[src/include/icache_settings.svh]
// ======================================
// Instruction cache geometry and
// replacement LFSR seed
// ======================================

`ifndef ICACHE_SETTINGS_SVH
`define ICACHE_SETTINGS_SVH

// Geometry
`define ICACHE_WAYS      2
`define ICACHE_SETS      16
`define ICACHE_INDEX_W   4
`define ICACHE_OFFSET_W  3
`define ICACHE_ADDR_W    32
`define ICACHE_LINE_W    64

// Nonzero reset value of the replacement LFSR
`define ICACHE_LFSR_SEED 7'h5b

`endif

[src/verilog/icache_pkg.sv]
// ======================================
// Instruction cache vector types and
// refill state encoding
// ======================================

`default_nettype none

`include "icache_settings.svh"

package icache_pkg;

  typedef logic [`ICACHE_ADDR_W-1:0] paddr_t;
  typedef logic [`ICACHE_INDEX_W-1:0] set_idx_t;

  // Address bits above index and offset
  typedef logic [`ICACHE_ADDR_W-`ICACHE_INDEX_W-`ICACHE_OFFSET_W-1:0] tag_t;

  typedef logic [`ICACHE_LINE_W-1:0] line_t;
  typedef logic [$clog2(`ICACHE_WAYS)-1:0] way_id_t;

  typedef enum logic [1:0] {
    REFILL_IDLE,
    REFILL_REQ,
    REFILL_WAIT
  } refill_state_t;

endpackage

`default_nettype wire

[src/verilog/icache_fence.sv]
// ======================================
// Fence handshake and invalidation sweep
// ======================================

`timescale 1ns/10ps
`default_nettype none

`include "icache_settings.svh"

module icache_fence
  import icache_pkg::*;
(
  input  logic     clk,
  input  logic     rst,
  input  logic     fence_req_valid,
  input  logic     pipe_idle,
  input  logic     fence_resp_ready,
  output logic     fence_req_ready,
  output logic     fence_resp_valid,
  output logic     fence_busy,
  output logic     clr_en,
  output set_idx_t clr_index
);

  logic                     pending_q;
  logic [`ICACHE_INDEX_W:0] sweep_q;
  logic                     sweep_done;

  // Top bit set once every set has been cleared
  assign sweep_done = sweep_q[`ICACHE_INDEX_W];

  always_ff @(posedge clk) begin
    if (rst) begin
      pending_q <= 1'b0;
      sweep_q   <= '0;
    end else begin
      if (fence_req_valid & fence_req_ready) begin
        pending_q <= 1'b1;
      end else if (fence_resp_valid & fence_resp_ready) begin
        pending_q <= 1'b0;
      end
      if (fence_resp_valid & fence_resp_ready) begin
        sweep_q <= '0;
      end else if (clr_en) begin
        sweep_q <= sweep_q + 1'b1;
      end
    end
  end

  assign fence_req_ready  = ~pending_q & pipe_idle;
  assign fence_resp_valid = sweep_done;
  assign fence_busy       = pending_q;
  assign clr_en           = pending_q & ~sweep_done;
  assign clr_index        = sweep_q[`ICACHE_INDEX_W-1:0];

endmodule

`default_nettype wire

[src/verilog/icache_lookup.sv]
// ======================================
// Fetch acceptance, compare stage and
// fetch response mux
// ======================================

`timescale 1ns/10ps
`default_nettype none

`include "icache_settings.svh"

module icache_lookup
  import icache_pkg::*;
(
  input  logic                     clk,
  input  logic                     rst,
  input  logic                     fetch_en,
  input  paddr_t                   fetch_addr,
  input  logic                     refill_busy,
  input  logic                     fence_busy,
  input  logic                     fill_done,
  input  line_t                    fill_data,
  input  logic [`ICACHE_WAYS-1:0]  rd_valid,
  input  tag_t [`ICACHE_WAYS-1:0]  rd_tag,
  input  line_t [`ICACHE_WAYS-1:0] rd_data,
  output logic                     fetch_ready,
  output logic                     rd_en,
  output set_idx_t                 rd_index,
  output logic                     resp_valid,
  output paddr_t                   resp_addr,
  output line_t                    resp_data,
  output logic                     ic_hit,
  output logic                     ic_miss,
  output logic                     miss_start,
  output paddr_t                   miss_addr,
  output logic [`ICACHE_WAYS-1:0]  miss_valid,
  output logic                     pipe_idle
);

  logic                    ready_q;
  logic                    s1_valid;
  paddr_t                  s1_addr;
  tag_t                    s1_tag;
  logic [`ICACHE_WAYS-1:0] tag_match;
  logic                    hit;
  line_t                   match_data;

  // ======================================
  // Read stage
  assign rd_en    = fetch_en & fetch_ready;
  assign rd_index = fetch_addr[`ICACHE_OFFSET_W +: `ICACHE_INDEX_W];

  always_ff @(posedge clk) begin
    if (rst) begin
      ready_q  <= 1'b0;
      s1_valid <= 1'b0;
    end else begin
      ready_q  <= 1'b1;
      s1_valid <= rd_en;
    end
  end

  always_ff @(posedge clk) begin
    if (rd_en) begin
      s1_addr <= fetch_addr;
    end
  end

  // ======================================
  // Compare stage
  assign s1_tag = s1_addr[`ICACHE_ADDR_W-1:`ICACHE_OFFSET_W+`ICACHE_INDEX_W];

  always_comb begin
    match_data = '0;
    for (int i = 0; i < `ICACHE_WAYS; i++) begin
      tag_match[i] = rd_valid[i] & (rd_tag[i] == s1_tag);
      match_data   = match_data | (rd_data[i] & {$bits(line_t){tag_match[i]}});
    end
  end

  assign hit        = s1_valid & (|tag_match);
  assign miss_start = s1_valid & ~(|tag_match);
  assign miss_addr  = s1_addr;
  assign miss_valid = rd_valid;

  // Ready drops in the miss cycle itself, before refill_busy rises
  assign fetch_ready = ready_q & ~miss_start & ~refill_busy & ~fence_busy;
  assign pipe_idle   = ~s1_valid & ~rd_en & ~refill_busy;

  // ======================================
  // Fetch response
  assign resp_addr = {s1_addr[`ICACHE_ADDR_W-1:`ICACHE_OFFSET_W], {`ICACHE_OFFSET_W{1'b0}}};

  always_comb begin
    resp_valid = 1'b0;
    resp_data  = '0;
    ic_hit     = 1'b0;
    ic_miss    = 1'b0;
    if (hit) begin
      resp_valid = 1'b1;
      resp_data  = match_data;
      ic_hit     = 1'b1;
    end else if (fill_done) begin
      resp_valid = 1'b1;
      resp_data  = fill_data;
      ic_miss    = 1'b1;
    end
  end

endmodule

`default_nettype wire

[src/verilog/icache_refill.sv]
// ======================================
// Miss FSM, memory handshakes, victim
// selection and line write
// ======================================

`timescale 1ns/10ps
`default_nettype none

`include "icache_settings.svh"

module icache_refill
  import icache_pkg::*;
(
  input  logic                    clk,
  input  logic                    rst,
  input  logic                    miss_start,
  input  paddr_t                  miss_addr,
  input  logic [`ICACHE_WAYS-1:0] miss_valid,
  input  logic                    mem_req_ready,
  input  logic                    mem_resp_valid,
  input  line_t                   mem_resp_data,
  output logic                    refill_busy,
  output logic                    mem_req_valid,
  output paddr_t                  mem_req_addr,
  output logic                    mem_resp_ready,
  output logic                    fill_done,
  output line_t                   fill_data,
  output logic [`ICACHE_WAYS-1:0] wr_en,
  output set_idx_t                wr_index,
  output tag_t                    wr_tag,
  output line_t                   wr_data
);

  refill_state_t state_q;
  refill_state_t state_d;
  logic [6:0]    lfsr_q;
  logic          lfsr_fb;
  way_id_t       victim;
  way_id_t       victim_q;
  paddr_t        addr_q;

  // ======================================
  // Miss FSM
  always_comb begin
    state_d = state_q;
    case (state_q)
      REFILL_IDLE: begin
        if (miss_start) begin
          state_d = REFILL_REQ;
        end
      end
      REFILL_REQ: begin
        if (mem_req_ready) begin
          state_d = REFILL_WAIT;
        end
      end
      REFILL_WAIT: begin
        if (mem_resp_valid) begin
          state_d = REFILL_IDLE;
        end
      end
      default: state_d = REFILL_IDLE;
    endcase
  end

  always_ff @(posedge clk) begin
    if (rst) begin
      state_q <= REFILL_IDLE;
    end else begin
      state_q <= state_d;
    end
  end

  assign refill_busy    = (state_q != REFILL_IDLE);
  assign mem_req_valid  = (state_q == REFILL_REQ);
  assign mem_resp_ready = (state_q == REFILL_WAIT);
  assign mem_req_addr   = {addr_q[`ICACHE_ADDR_W-1:`ICACHE_OFFSET_W], {`ICACHE_OFFSET_W{1'b0}}};

  assign fill_done = mem_resp_valid & mem_resp_ready;
  assign fill_data = mem_resp_data;

  // ======================================
  // Replacement
  assign lfsr_fb = lfsr_q[6] ^ lfsr_q[5];

  always_ff @(posedge clk) begin
    if (rst) begin
      lfsr_q <= `ICACHE_LFSR_SEED;
    end else if (fill_done) begin
      lfsr_q <= {lfsr_q[5:0], lfsr_fb};
    end
  end

  // Highest invalid way first, random otherwise
  always_comb begin
    victim = lfsr_q[$bits(way_id_t)-1:0];
    for (int i = 0; i < `ICACHE_WAYS; i++) begin
      if (!miss_valid[i]) begin
        victim = way_id_t'(i);
      end
    end
  end

  always_ff @(posedge clk) begin
    if (miss_start) begin
      victim_q <= victim;
      addr_q   <= miss_addr;
    end
  end

  // ======================================
  // Line write
  always_comb begin
    for (int i = 0; i < `ICACHE_WAYS; i++) begin
      wr_en[i] = fill_done & (victim_q == way_id_t'(i));
    end
  end

  assign wr_index = addr_q[`ICACHE_OFFSET_W +: `ICACHE_INDEX_W];
  assign wr_tag   = addr_q[`ICACHE_ADDR_W-1:`ICACHE_OFFSET_W+`ICACHE_INDEX_W];
  assign wr_data  = mem_resp_data;

endmodule

`default_nettype wire

[src/verilog/icache_top.sv]
// ======================================
// Two-way instruction cache top
// ======================================

`timescale 1ns/10ps
`default_nettype none

`include "icache_settings.svh"

module icache_top
  import icache_pkg::*;
(
  input  logic   clk,
  input  logic   rst,
  input  logic   fetch_en,
  input  paddr_t fetch_addr,
  output logic   fetch_ready,
  output logic   resp_valid,
  output paddr_t resp_addr,
  output line_t  resp_data,
  output logic   ic_hit,
  output logic   ic_miss,
  output logic   mem_req_valid,
  output paddr_t mem_req_addr,
  input  logic   mem_req_ready,
  input  logic   mem_resp_valid,
  input  line_t  mem_resp_data,
  output logic   mem_resp_ready,
  input  logic   fence_req_valid,
  output logic   fence_req_ready,
  output logic   fence_resp_valid,
  input  logic   fence_resp_ready
);

  logic                     rd_en;
  set_idx_t                 rd_index;
  logic [`ICACHE_WAYS-1:0]  rd_valid;
  tag_t [`ICACHE_WAYS-1:0]  rd_tag;
  line_t [`ICACHE_WAYS-1:0] rd_data;
  logic                     miss_start;
  paddr_t                   miss_addr;
  logic [`ICACHE_WAYS-1:0]  miss_valid;
  logic                     refill_busy;
  logic                     fill_done;
  line_t                    fill_data;
  logic [`ICACHE_WAYS-1:0]  wr_en;
  set_idx_t                 wr_index;
  tag_t                     wr_tag;
  line_t                    wr_data;
  logic                     fence_busy;
  logic                     clr_en;
  set_idx_t                 clr_index;
  logic                     pipe_idle;

  icache_lookup u_lookup (
    .clk         (clk),
    .rst         (rst),
    .fetch_en    (fetch_en),
    .fetch_addr  (fetch_addr),
    .refill_busy (refill_busy),
    .fence_busy  (fence_busy),
    .fill_done   (fill_done),
    .fill_data   (fill_data),
    .rd_valid    (rd_valid),
    .rd_tag      (rd_tag),
    .rd_data     (rd_data),
    .fetch_ready (fetch_ready),
    .rd_en       (rd_en),
    .rd_index    (rd_index),
    .resp_valid  (resp_valid),
    .resp_addr   (resp_addr),
    .resp_data   (resp_data),
    .ic_hit      (ic_hit),
    .ic_miss     (ic_miss),
    .miss_start  (miss_start),
    .miss_addr   (miss_addr),
    .miss_valid  (miss_valid),
    .pipe_idle   (pipe_idle)
  );

  icache_refill u_refill (
    .clk            (clk),
    .rst            (rst),
    .miss_start     (miss_start),
    .miss_addr      (miss_addr),
    .miss_valid     (miss_valid),
    .mem_req_ready  (mem_req_ready),
    .mem_resp_valid (mem_resp_valid),
    .mem_resp_data  (mem_resp_data),
    .refill_busy    (refill_busy),
    .mem_req_valid  (mem_req_valid),
    .mem_req_addr   (mem_req_addr),
    .mem_resp_ready (mem_resp_ready),
    .fill_done      (fill_done),
    .fill_data      (fill_data),
    .wr_en          (wr_en),
    .wr_index       (wr_index),
    .wr_tag         (wr_tag),
    .wr_data        (wr_data)
  );

  icache_fence u_fence (
    .clk              (clk),
    .rst              (rst),
    .fence_req_valid  (fence_req_valid),
    .pipe_idle        (pipe_idle),
    .fence_resp_ready (fence_resp_ready),
    .fence_req_ready  (fence_req_ready),
    .fence_resp_valid (fence_resp_valid),
    .fence_busy       (fence_busy),
    .clr_en           (clr_en),
    .clr_index        (clr_index)
  );

  // One storage block per way
  for (genvar g = 0; g < `ICACHE_WAYS; g++) begin : g_way
    icache_way_ram u_way (
      .clk       (clk),
      .rst       (rst),
      .rd_en     (rd_en),
      .rd_index  (rd_index),
      .wr_en     (wr_en[g]),
      .wr_index  (wr_index),
      .wr_tag    (wr_tag),
      .wr_data   (wr_data),
      .clr_en    (clr_en),
      .clr_index (clr_index),
      .rd_valid  (rd_valid[g]),
      .rd_tag    (rd_tag[g]),
      .rd_data   (rd_data[g])
    );
  end

endmodule

`default_nettype wire

[src/verilog/icache_way_ram.sv]
// ======================================
// One cache way: valid bits, tag and
// data arrays with a registered read
// ======================================

`timescale 1ns/10ps
`default_nettype none

`include "icache_settings.svh"

module icache_way_ram
  import icache_pkg::*;
(
  input  logic     clk,
  input  logic     rst,
  input  logic     rd_en,
  input  set_idx_t rd_index,
  input  logic     wr_en,
  input  set_idx_t wr_index,
  input  tag_t     wr_tag,
  input  line_t    wr_data,
  input  logic     clr_en,
  input  set_idx_t clr_index,
  output logic     rd_valid,
  output tag_t     rd_tag,
  output line_t    rd_data
);

  logic [`ICACHE_SETS-1:0] valid_q;
  tag_t                    tag_mem  [`ICACHE_SETS];
  line_t                   data_mem [`ICACHE_SETS];

  // A fill wins over a clear of the same set
  always_ff @(posedge clk) begin
    if (rst) begin
      valid_q <= '0;
    end else begin
      if (clr_en) begin
        valid_q[clr_index] <= 1'b0;
      end
      if (wr_en) begin
        valid_q[wr_index] <= 1'b1;
      end
    end
  end

  always_ff @(posedge clk) begin
    if (wr_en) begin
      tag_mem[wr_index]  <= wr_tag;
      data_mem[wr_index] <= wr_data;
    end
  end

  // Registered read port
  always_ff @(posedge clk) begin
    if (rst) begin
      rd_valid <= 1'b0;
    end else if (rd_en) begin
      rd_valid <= valid_q[rd_index];
    end
  end

  always_ff @(posedge clk) begin
    if (rd_en) begin
      rd_tag  <= tag_mem[rd_index];
      rd_data <= data_mem[rd_index];
    end
  end

endmodule

`default_nettype wire
[config.mk]
export PLATFORM = sky130hd
export DESIGN_NAME = icache_top
export DESIGN_NICKNAME = d
export VERILOG_FILES = /design/src/verilog/icache_pkg.sv /design/src/verilog/icache_fence.sv /design/src/verilog/icache_lookup.sv /design/src/verilog/icache_refill.sv /design/src/verilog/icache_top.sv /design/src/verilog/icache_way_ram.sv
export VERILOG_INCLUDE_DIRS = /design/src /design/src/include
export SDC_FILE = /design/constraint.sdc
export NUM_CORES = 2
export LEC_CHECK = 0
export BUFFER_PORTS_ARGS = -buffer_cell sky130_fd_sc_hd__clkbuf_2
export CAP_MARGIN = 20
export CORE_AREA = 2 2 616 434
export CTS_BUF_LIST = sky130_fd_sc_hd__clkbuf_8
export CTS_CLUSTER_SIZE = 25
export DETAILED_ROUTE_END_ITERATION = 8
export DIE_AREA = 0 0 618 436
export PLACE_DENSITY = 0.64
export SYNTH_ARGS = -nofsm -noshare
export SYNTH_HDL_FRONTEND = slang
export SYNTH_SLANG_ARGS = --single-unit
[constraint.sdc]
create_clock -name clk -period 13.7 [get_ports clk]
set_clock_uncertainty 0.15 [all_clocks]
set_input_delay 2.74 -clock clk [delete_from_list [all_inputs] [get_ports clk]]
set_output_delay 2.74 -clock clk [all_outputs]
set_load 0.005 [all_outputs]
==> After elaboration in Yosys (flattened, before gate mapping) <==
Memory sizes are Yosys's and may differ from the RTL's. A register that Yosys moved wholly into a read port is not among the register bits.
Index checks and enable logic that the tools add are counted.
{ "classes": {"n_addsub": 1, "mul": 0, "n_div": 0, "order_cmp": 5, "eq_ne": 7, "shifts": 0, "mux": 32, "bitwise_logic": 34, "n_reduce_logical": 8} }
{ "op_table": {"columns": ["op", "count"], "rows": [
  ["$and A64 B64 Y64", 2],
  ["$mux W64", 2],
  ["$mux W16", 6],
  ["$or A64 B64 Y64", 1],
  ["$eq A25 B25 Y1", 2],
  ["$and A16 B16 Y16", 2],
  ["$or A16 B16 Y16", 2],
  ["$and A1 B1 Y1", 17],
  ["$mux W1", 16],
  ["$not A16 Y16", 1],
  ["$lt A4 B5 Y1 const B", 3],
  ["$bmux W1 S4", 2],
  ["$demux W1 S4", 2],
  ["$ge A4 B1 Y1 const B", 2],
  ["$not A1 Y1", 8],
  ["$mux W2", 3],
  ["$pmux W2 S3", 1],
  ["$add A5 B1 Y5 const B", 1],
  ["$ne A2 B2 Y1 const B", 2],
  ["$reduce_bool A2 Y1", 2],
  ["$reduce_or A2 Y1", 2],
  ["$reduce_and A3 Y1", 1],
  ["$eq A2 B1 Y1 const B", 1],
  ["$eq A2 B2 Y1 const B", 1],
  ["4 further kinds", 5]
]} }
{ "word_totals": {"ff_bits": 116, "latchBits": 0, "mem_bits_rw": 2848, "rom_bits": 0, "in_bits": 103, "out_inout_bits": 136, "memories": 4} }
{ "mem_list": {"columns": ["memory", "words", "word_bits", "rd", "rd_clocked_by_memory_dff", "write_ports", "line", "rtl"], "rows": [
  ["g_way[0].u_way.data_mem", 16, 64, 1, 1, 1, "icache_way_ram.sv:31", "line_t data_mem [`ICACHE_SETS];"],
  ["g_way[1].u_way.data_mem", 16, 64, 1, 1, 1, "icache_way_ram.sv:31", null],
  ["g_way[0].u_way.tag_mem", 16, 25, 1, 1, 1, "icache_way_ram.sv:30", "tag_t tag_mem [`ICACHE_SETS];"],
  ["g_way[1].u_way.tag_mem", 16, 25, 1, 1, 1, "icache_way_ram.sv:30", null]
]} }

==> Depth between registers and ports, before layout <==
{ "logic_depth": {"word_depth": 16, "mapped_depth": 8, "mapped_depth_nobuf": 6} }

==> Modules after synthesis <==
From an unflattened synthesis, not the netlist that was laid out.
{ "hier_totals": {"cells_unflattened": 5236, "hier_area_um2": 121791.8} }
{ "modules_own_cells": {"columns": ["mod", "instances", "cells_per_inst", "area_each_um2"], "rows": [
  ["icache_way_ram at g_way[1].u_way", 1, 2185, 56989.7],
  ["icache_way_ram at g_way[0].u_way", 1, 2180, 56952.1],
  ["icache_lookup", 1, 607, 5046.1],
  ["icache_refill", 1, 237, 2537.4],
  ["icache_fence", 1, 27, 266.5]
]} }

==> Worst setup path before layout <==
OpenSTA, ideal clock, no wires.
{ "synth_path": {"path_type": "input to register", "startpoint": "in fetch_en", "endpoint": "reg g_way[0].u_way.rd_data[0] (read register of g_way[0].u_way.data_mem), enable pin", "setup_time_ps": 751, "t_arrival_ps": 11090, "required_time_ps": 12799, "setup_slack_ps": 1710, "cell_stages": 2, "path_buffers": 0, "cell_sequence": "nand2_1 a211oi_2"} }
{ "synth_between": {"elab_chain_len": 1} }
{ "synth_rtl": {"columns": ["element", "line", "rtl"], "rows": [
  ["from (decl)", "icache_top.sv:15", "input logic fetch_en,"],
  ["$and A1 B1 Y1", "icache_lookup.sv:49", "assign rd_en = fetch_en & fetch_ready;"],
  ["named net g_way[0].u_way.rd_en", "icache_way_ram.sv:16", "input logic rd_en,"],
  ["to (decl)", "icache_way_ram.sv:26", "output line_t rd_data"]
]} }
The timed path passes the listed nets, and every way through them passes these cells.
A chain may end at the register's enable or synchronous reset.

==> Worst setup path after layout <==
{ "layout_path": {"startpoint": "reg u_lookup.s1_addr[25], in the netlist u_lookup.miss_addr[25]", "endpoint": "out resp_data[18]"} }
{ "layout_between": {"elab_chain_len": 5, "elab_cells_between_ends": 10, "cone_classes": "eq/ne (2); mux (1); bitwise (6); reduce/logical (1)"} }
{ "layout_rtl": {"columns": ["element", "line", "rtl"], "rows": [
  ["from (decl)", "icache_lookup.sv:41", "paddr_t s1_addr;"],
  ["from (signal assigned)", "icache_lookup.sv:64", "s1_addr <= fetch_addr;"],
  ["$eq A25 B25 Y1", "icache_lookup.sv:75", "tag_match[i] = rd_valid[i] & (rd_tag[i] == s1_tag);"],
  ["$and A1 B1 Y1", "icache_lookup.sv:75", null],
  ["$and A64 B64 Y64 / $reduce_or A2 Y1 (equally long branches)", "icache_lookup.sv:76, icache_lookup.sv:80", null],
  ["$or A64 B64 Y64 / $and A1 B1 Y1 (equally long branches)", "icache_lookup.sv:76, icache_lookup.sv:80", null],
  ["$mux W64 *", "icache_lookup.sv:98", "if (hit) begin"],
  ["to (decl)", "icache_top.sv:20", "output line_t resp_data,"]
]} }
Mark *: on every way between the ends. The rest lies on a longest branch, timed or not.

==> key figures <==
Final layout
  – Commonest non-fill, non-tap cells in the layout: edfxtp_1 (3085), mux4_2 (879), clkbuf_8 (462)
  – Nets@finish: 5489
  – Storage cell area: 0.09366 mm^2
  – Final Util: 50.10%
  – Area of the multi-input gates: 0.02344 mm^2
  – Layout cells sized above 1: 31.67%
  – # fillers: 20703
  – P&R area growth vs syn: 11.97%
  – Final cell count without fillers: 9245
  – Most common cell after layout, fill and taps aside: edfxtp_1

GRT
  – Initial antenna violation count: 20
  – Vias in the first global route: 55652
  – Grt ovf: 0
  – Largest net degree at the start of global routing: 136
  – First-pass GRT wire length: 419.7 mm
  – GR Util met3: 3.920%
  – Busiest grt layer: met2
  – Met1 usage: 31.92%
  – All-Layer GR Usage: 21.97%
  – M2 GR Usage: 35.04%

Logic synthesis
  – Avg Cell Area, Syn: 24.56 um^2
  – Post-synthesis sequential area ratio: 79.38%
  – Warnings from Yosys: 0
  – #FFs+latches synth: 3136
  – FFs w/ async S/R, synth: 0%
  – Top_reg_cell synth: edfxtp_1
  – Yosys top cell area share: 78.51%
  – Yosys cell types: 47
  – Number of synthesized flops with an enable pin: 3085
  – Synth Instances: 4804
  – Top cells by area, synth: edfxtp_1 (79%), mux4_2 (17%), dfxtp_1 (0.87%), clkbuf_1 (0.39%), buf_2 (0.38%)
  – Synth area leader: edfxtp_1
  – Post-Syn Area: 0.1180 mm^2

Hold path
  – Worst hold start: u_lookup.miss_addr[4]
  – Hold endpoint: u_refill.addr_q[4]
  – Hold Crit Depth: 0
  – Hold Path Class: reg2reg

Detailed routing
  – Drc violations: 0
  – Vias: 55326
  – Pre-antenna DRT Iters: 5
  – Antenna-violating nets left: 0
  – Initial DRC count: 7361
  – Routed WL per cell: 32.19 um
  – Vias/cell: 5.984
  – Total Wirelength: 297.6 mm

Power
  – LEAKAGE: 0.04176 uW
  – Design Power: 18080 uW
  – Pwr Density: 136.8 mW/mm^2
  – Worst vdd ir: 84.28 uV

Timing
  – TNS Setup: 0 ns
  – Setup Viol. Count Final: 0
  – Fmax: 0.1128 GHz
  – Clock period minus worst slack: 8.862 ns
  – Final period utilization: 64.68%
  – Fin. Hold Viols: 0
  – Rel. slew slack: 21.95%
  – Slew Limit Fails: 0
  – Tightest Pin Transition: 1.168 ns
  – RSZ-0062 raised after global routing: false

Worst setup path
  – Cell family with most CP delay: simple AND/OR/NAND/NOR gates
  – CP most frequent cell: buf_4
  – Setup crit end kind: output port
  – CP required: 10.81 ns
  – R2r setup slk: 8.31 ns
  – R2R depth: 7
  – Worst reg2reg path startpoint: u_refill.state_q[1]
  – Delay of the slowest cell on the worst path: 0.82 ns
  – CP max-delay cell: nor4_1
  – Reg-to-Reg End: g_way[1].u_way.data_mem[9][56]
  – Worst-path cell chain: xor2_1, nor4_1, nand3_1, nor3_4, buf_4, buf_4, nor3_2, buf_4, a21o_1, clkbuf_2
  – Crit path DAT: 5.97 ns
  – Max FO, Critical Path: 33
  – Worst Path Buf+Inv: 4
  – Critical path class: reg2out
  – Critical Path Start Type: register

Clock tree
  – Post-CTS setup buffer count: 0
  – Clock transition at path regs: 0.06 ns
  – Clock Path Buffers: 4
  – TritonCTS buffer count: 454
  – Post-CTS Hold Buffers: 0
  – CTS tree: built
  – Post_cts resized: 0
  – CTS root buffer: clkbuf_8
  – # clock sinks: 3136
  – Clock latency at the later pin of the worst-skew pair: 1.03 ns
  – H-tree depth: 5

Outcome
  – Run status: finished clean

Die
  – Die X: 618 um
  – Top-Level Pins: 239
  – Die area: 0.2694 mm^2
  – FP Rows: 158
  – Core area: 0.2637 mm^2
  – Die H: 436 um
  – Initial Utilization: 44.74%

Place
  – Placer Congestion: 0.7486
  – Detailed placer's ending HPWL: 148.4 mm
  – Number of port buffers: 229
  – Placed cell count: 8438

Job
  – MaxCap Viol Count: 0
## through the flow
| stage | hold slack [ns] | cell area (um^2) | setup slack, ns |
|---|---|---|---|
| after detailed placement | 0.2845 | 123900 | 5.878 |
| after global placement | 0.2785 | 123800 | 5.888 |
| after floorplan | 0.2821 | 118000 | 1.710 |
| final | 0.2983 | 132100 | 4.838 |
| after global routing | 0.3244 | 132100 | 4.759 |
| after CTS | 0.2978 | 131900 | 4.804 |
## registers in the layout, indices dropped and copies added, names as in the netlist
signal / cells
u_refill.lfsr_q: 7
g_way.u_way.tag_mem: 800
g_way.u_way.rd_data: 128
g_way.u_way.rd_tag: 50
u_fence.fence_busy: 1
u_refill.victim_q: 1
u_lookup.ready_q: 1
u_lookup.miss_addr: 29
u_refill.addr_q: 29
u_lookup.s1_valid: 1
g_way.u_way.valid_q: 32
u_fence.sweep_q: 5
g_way.u_way.data_mem: 2048
u_refill.state_q: 2
g_way.u_way.rd_valid: 2
## cell type report
class,count,share of cell area [%]
flip-flops and latches,3136,70.89
multi-input cells,1412,17.74
clock buffers,462,4.813
well taps,3520,3.334
repair buffers,370,1.947
clock inverters,333,1.243
inverters,8,0.02273
diodes,4,0.007576
## where the power goes
group | switching [uW] | internal [uW]
clock network | 3490 | 3290
logic | 388 | 300
registers | 38.1 | 10600
total | 3910 | 14200
## worst max-delay path by stage
stage / startpoint / to / slack, ns / cells past startpoint
floorplan: fetch_en / g_way[0].u_way.rd_data[0] / 1.71 / 2
global placement: mem_resp_valid / resp_data[18] / 5.89 / 7
detailed placement: mem_resp_valid / resp_data[22] / 5.88 / 6
CTS: u_lookup.miss_addr[28] / resp_data[18] / 4.80 / 10
global route: u_lookup.miss_addr[28] / resp_data[18] / 4.76 / 10
finish: u_lookup.miss_addr[25] / resp_data[18] / 4.84 / 10
## per-layer routing
| metal | routed length (um) | up-vias |
|---|---|---|
| li1 | - | 21925 |
| met1 | 121500 | 30140 |
| met2 | 143700 | 2785 |
| met3 | 26260 | 460 |
| met4 | 5978 | 16 |
| met5 | 112 | - |
## cell families (layout without fill, tap and decap cells)
family	after synthesis	after routing	synth area share, %
other cells	1	10	0.003178
compound gates	222	222	1.314
simple gates	228	228	0.9215
flops	3136	3136	79.38
buf+inv	261	1173	0.9957
xor+xnor	51	51	0.3786
mux	901	901	16.96
fa+ha+maj	4	4	0.04242
## cells in the mapped netlist, types with 3 or more instances
cell	count
a21o_1	38
xor2_1	34
and2_1	8
nand3_1	16
buf_1	18
o22a_1	4
clkbuf_1	124
o21a_1	4
edfxtp_1	3085
nor4_1	10
or3_1	3
o21ai_0	27
nor3_1	12
nor2b_1	28
a22oi_1	34
ha_1	4
inv_1	8
nand2_1	66
nand2b_1	7
a22o_1	38
a211oi_1	21
dfxtp_1	51
nor2_1	64
xnor2_1	17
buf_2	90
nand4_1	7
a21oi_1	45
mux4_2	879
mux2i_1	22
buf_4	20
No activity file was read; power rests on OpenSTA's default activity.
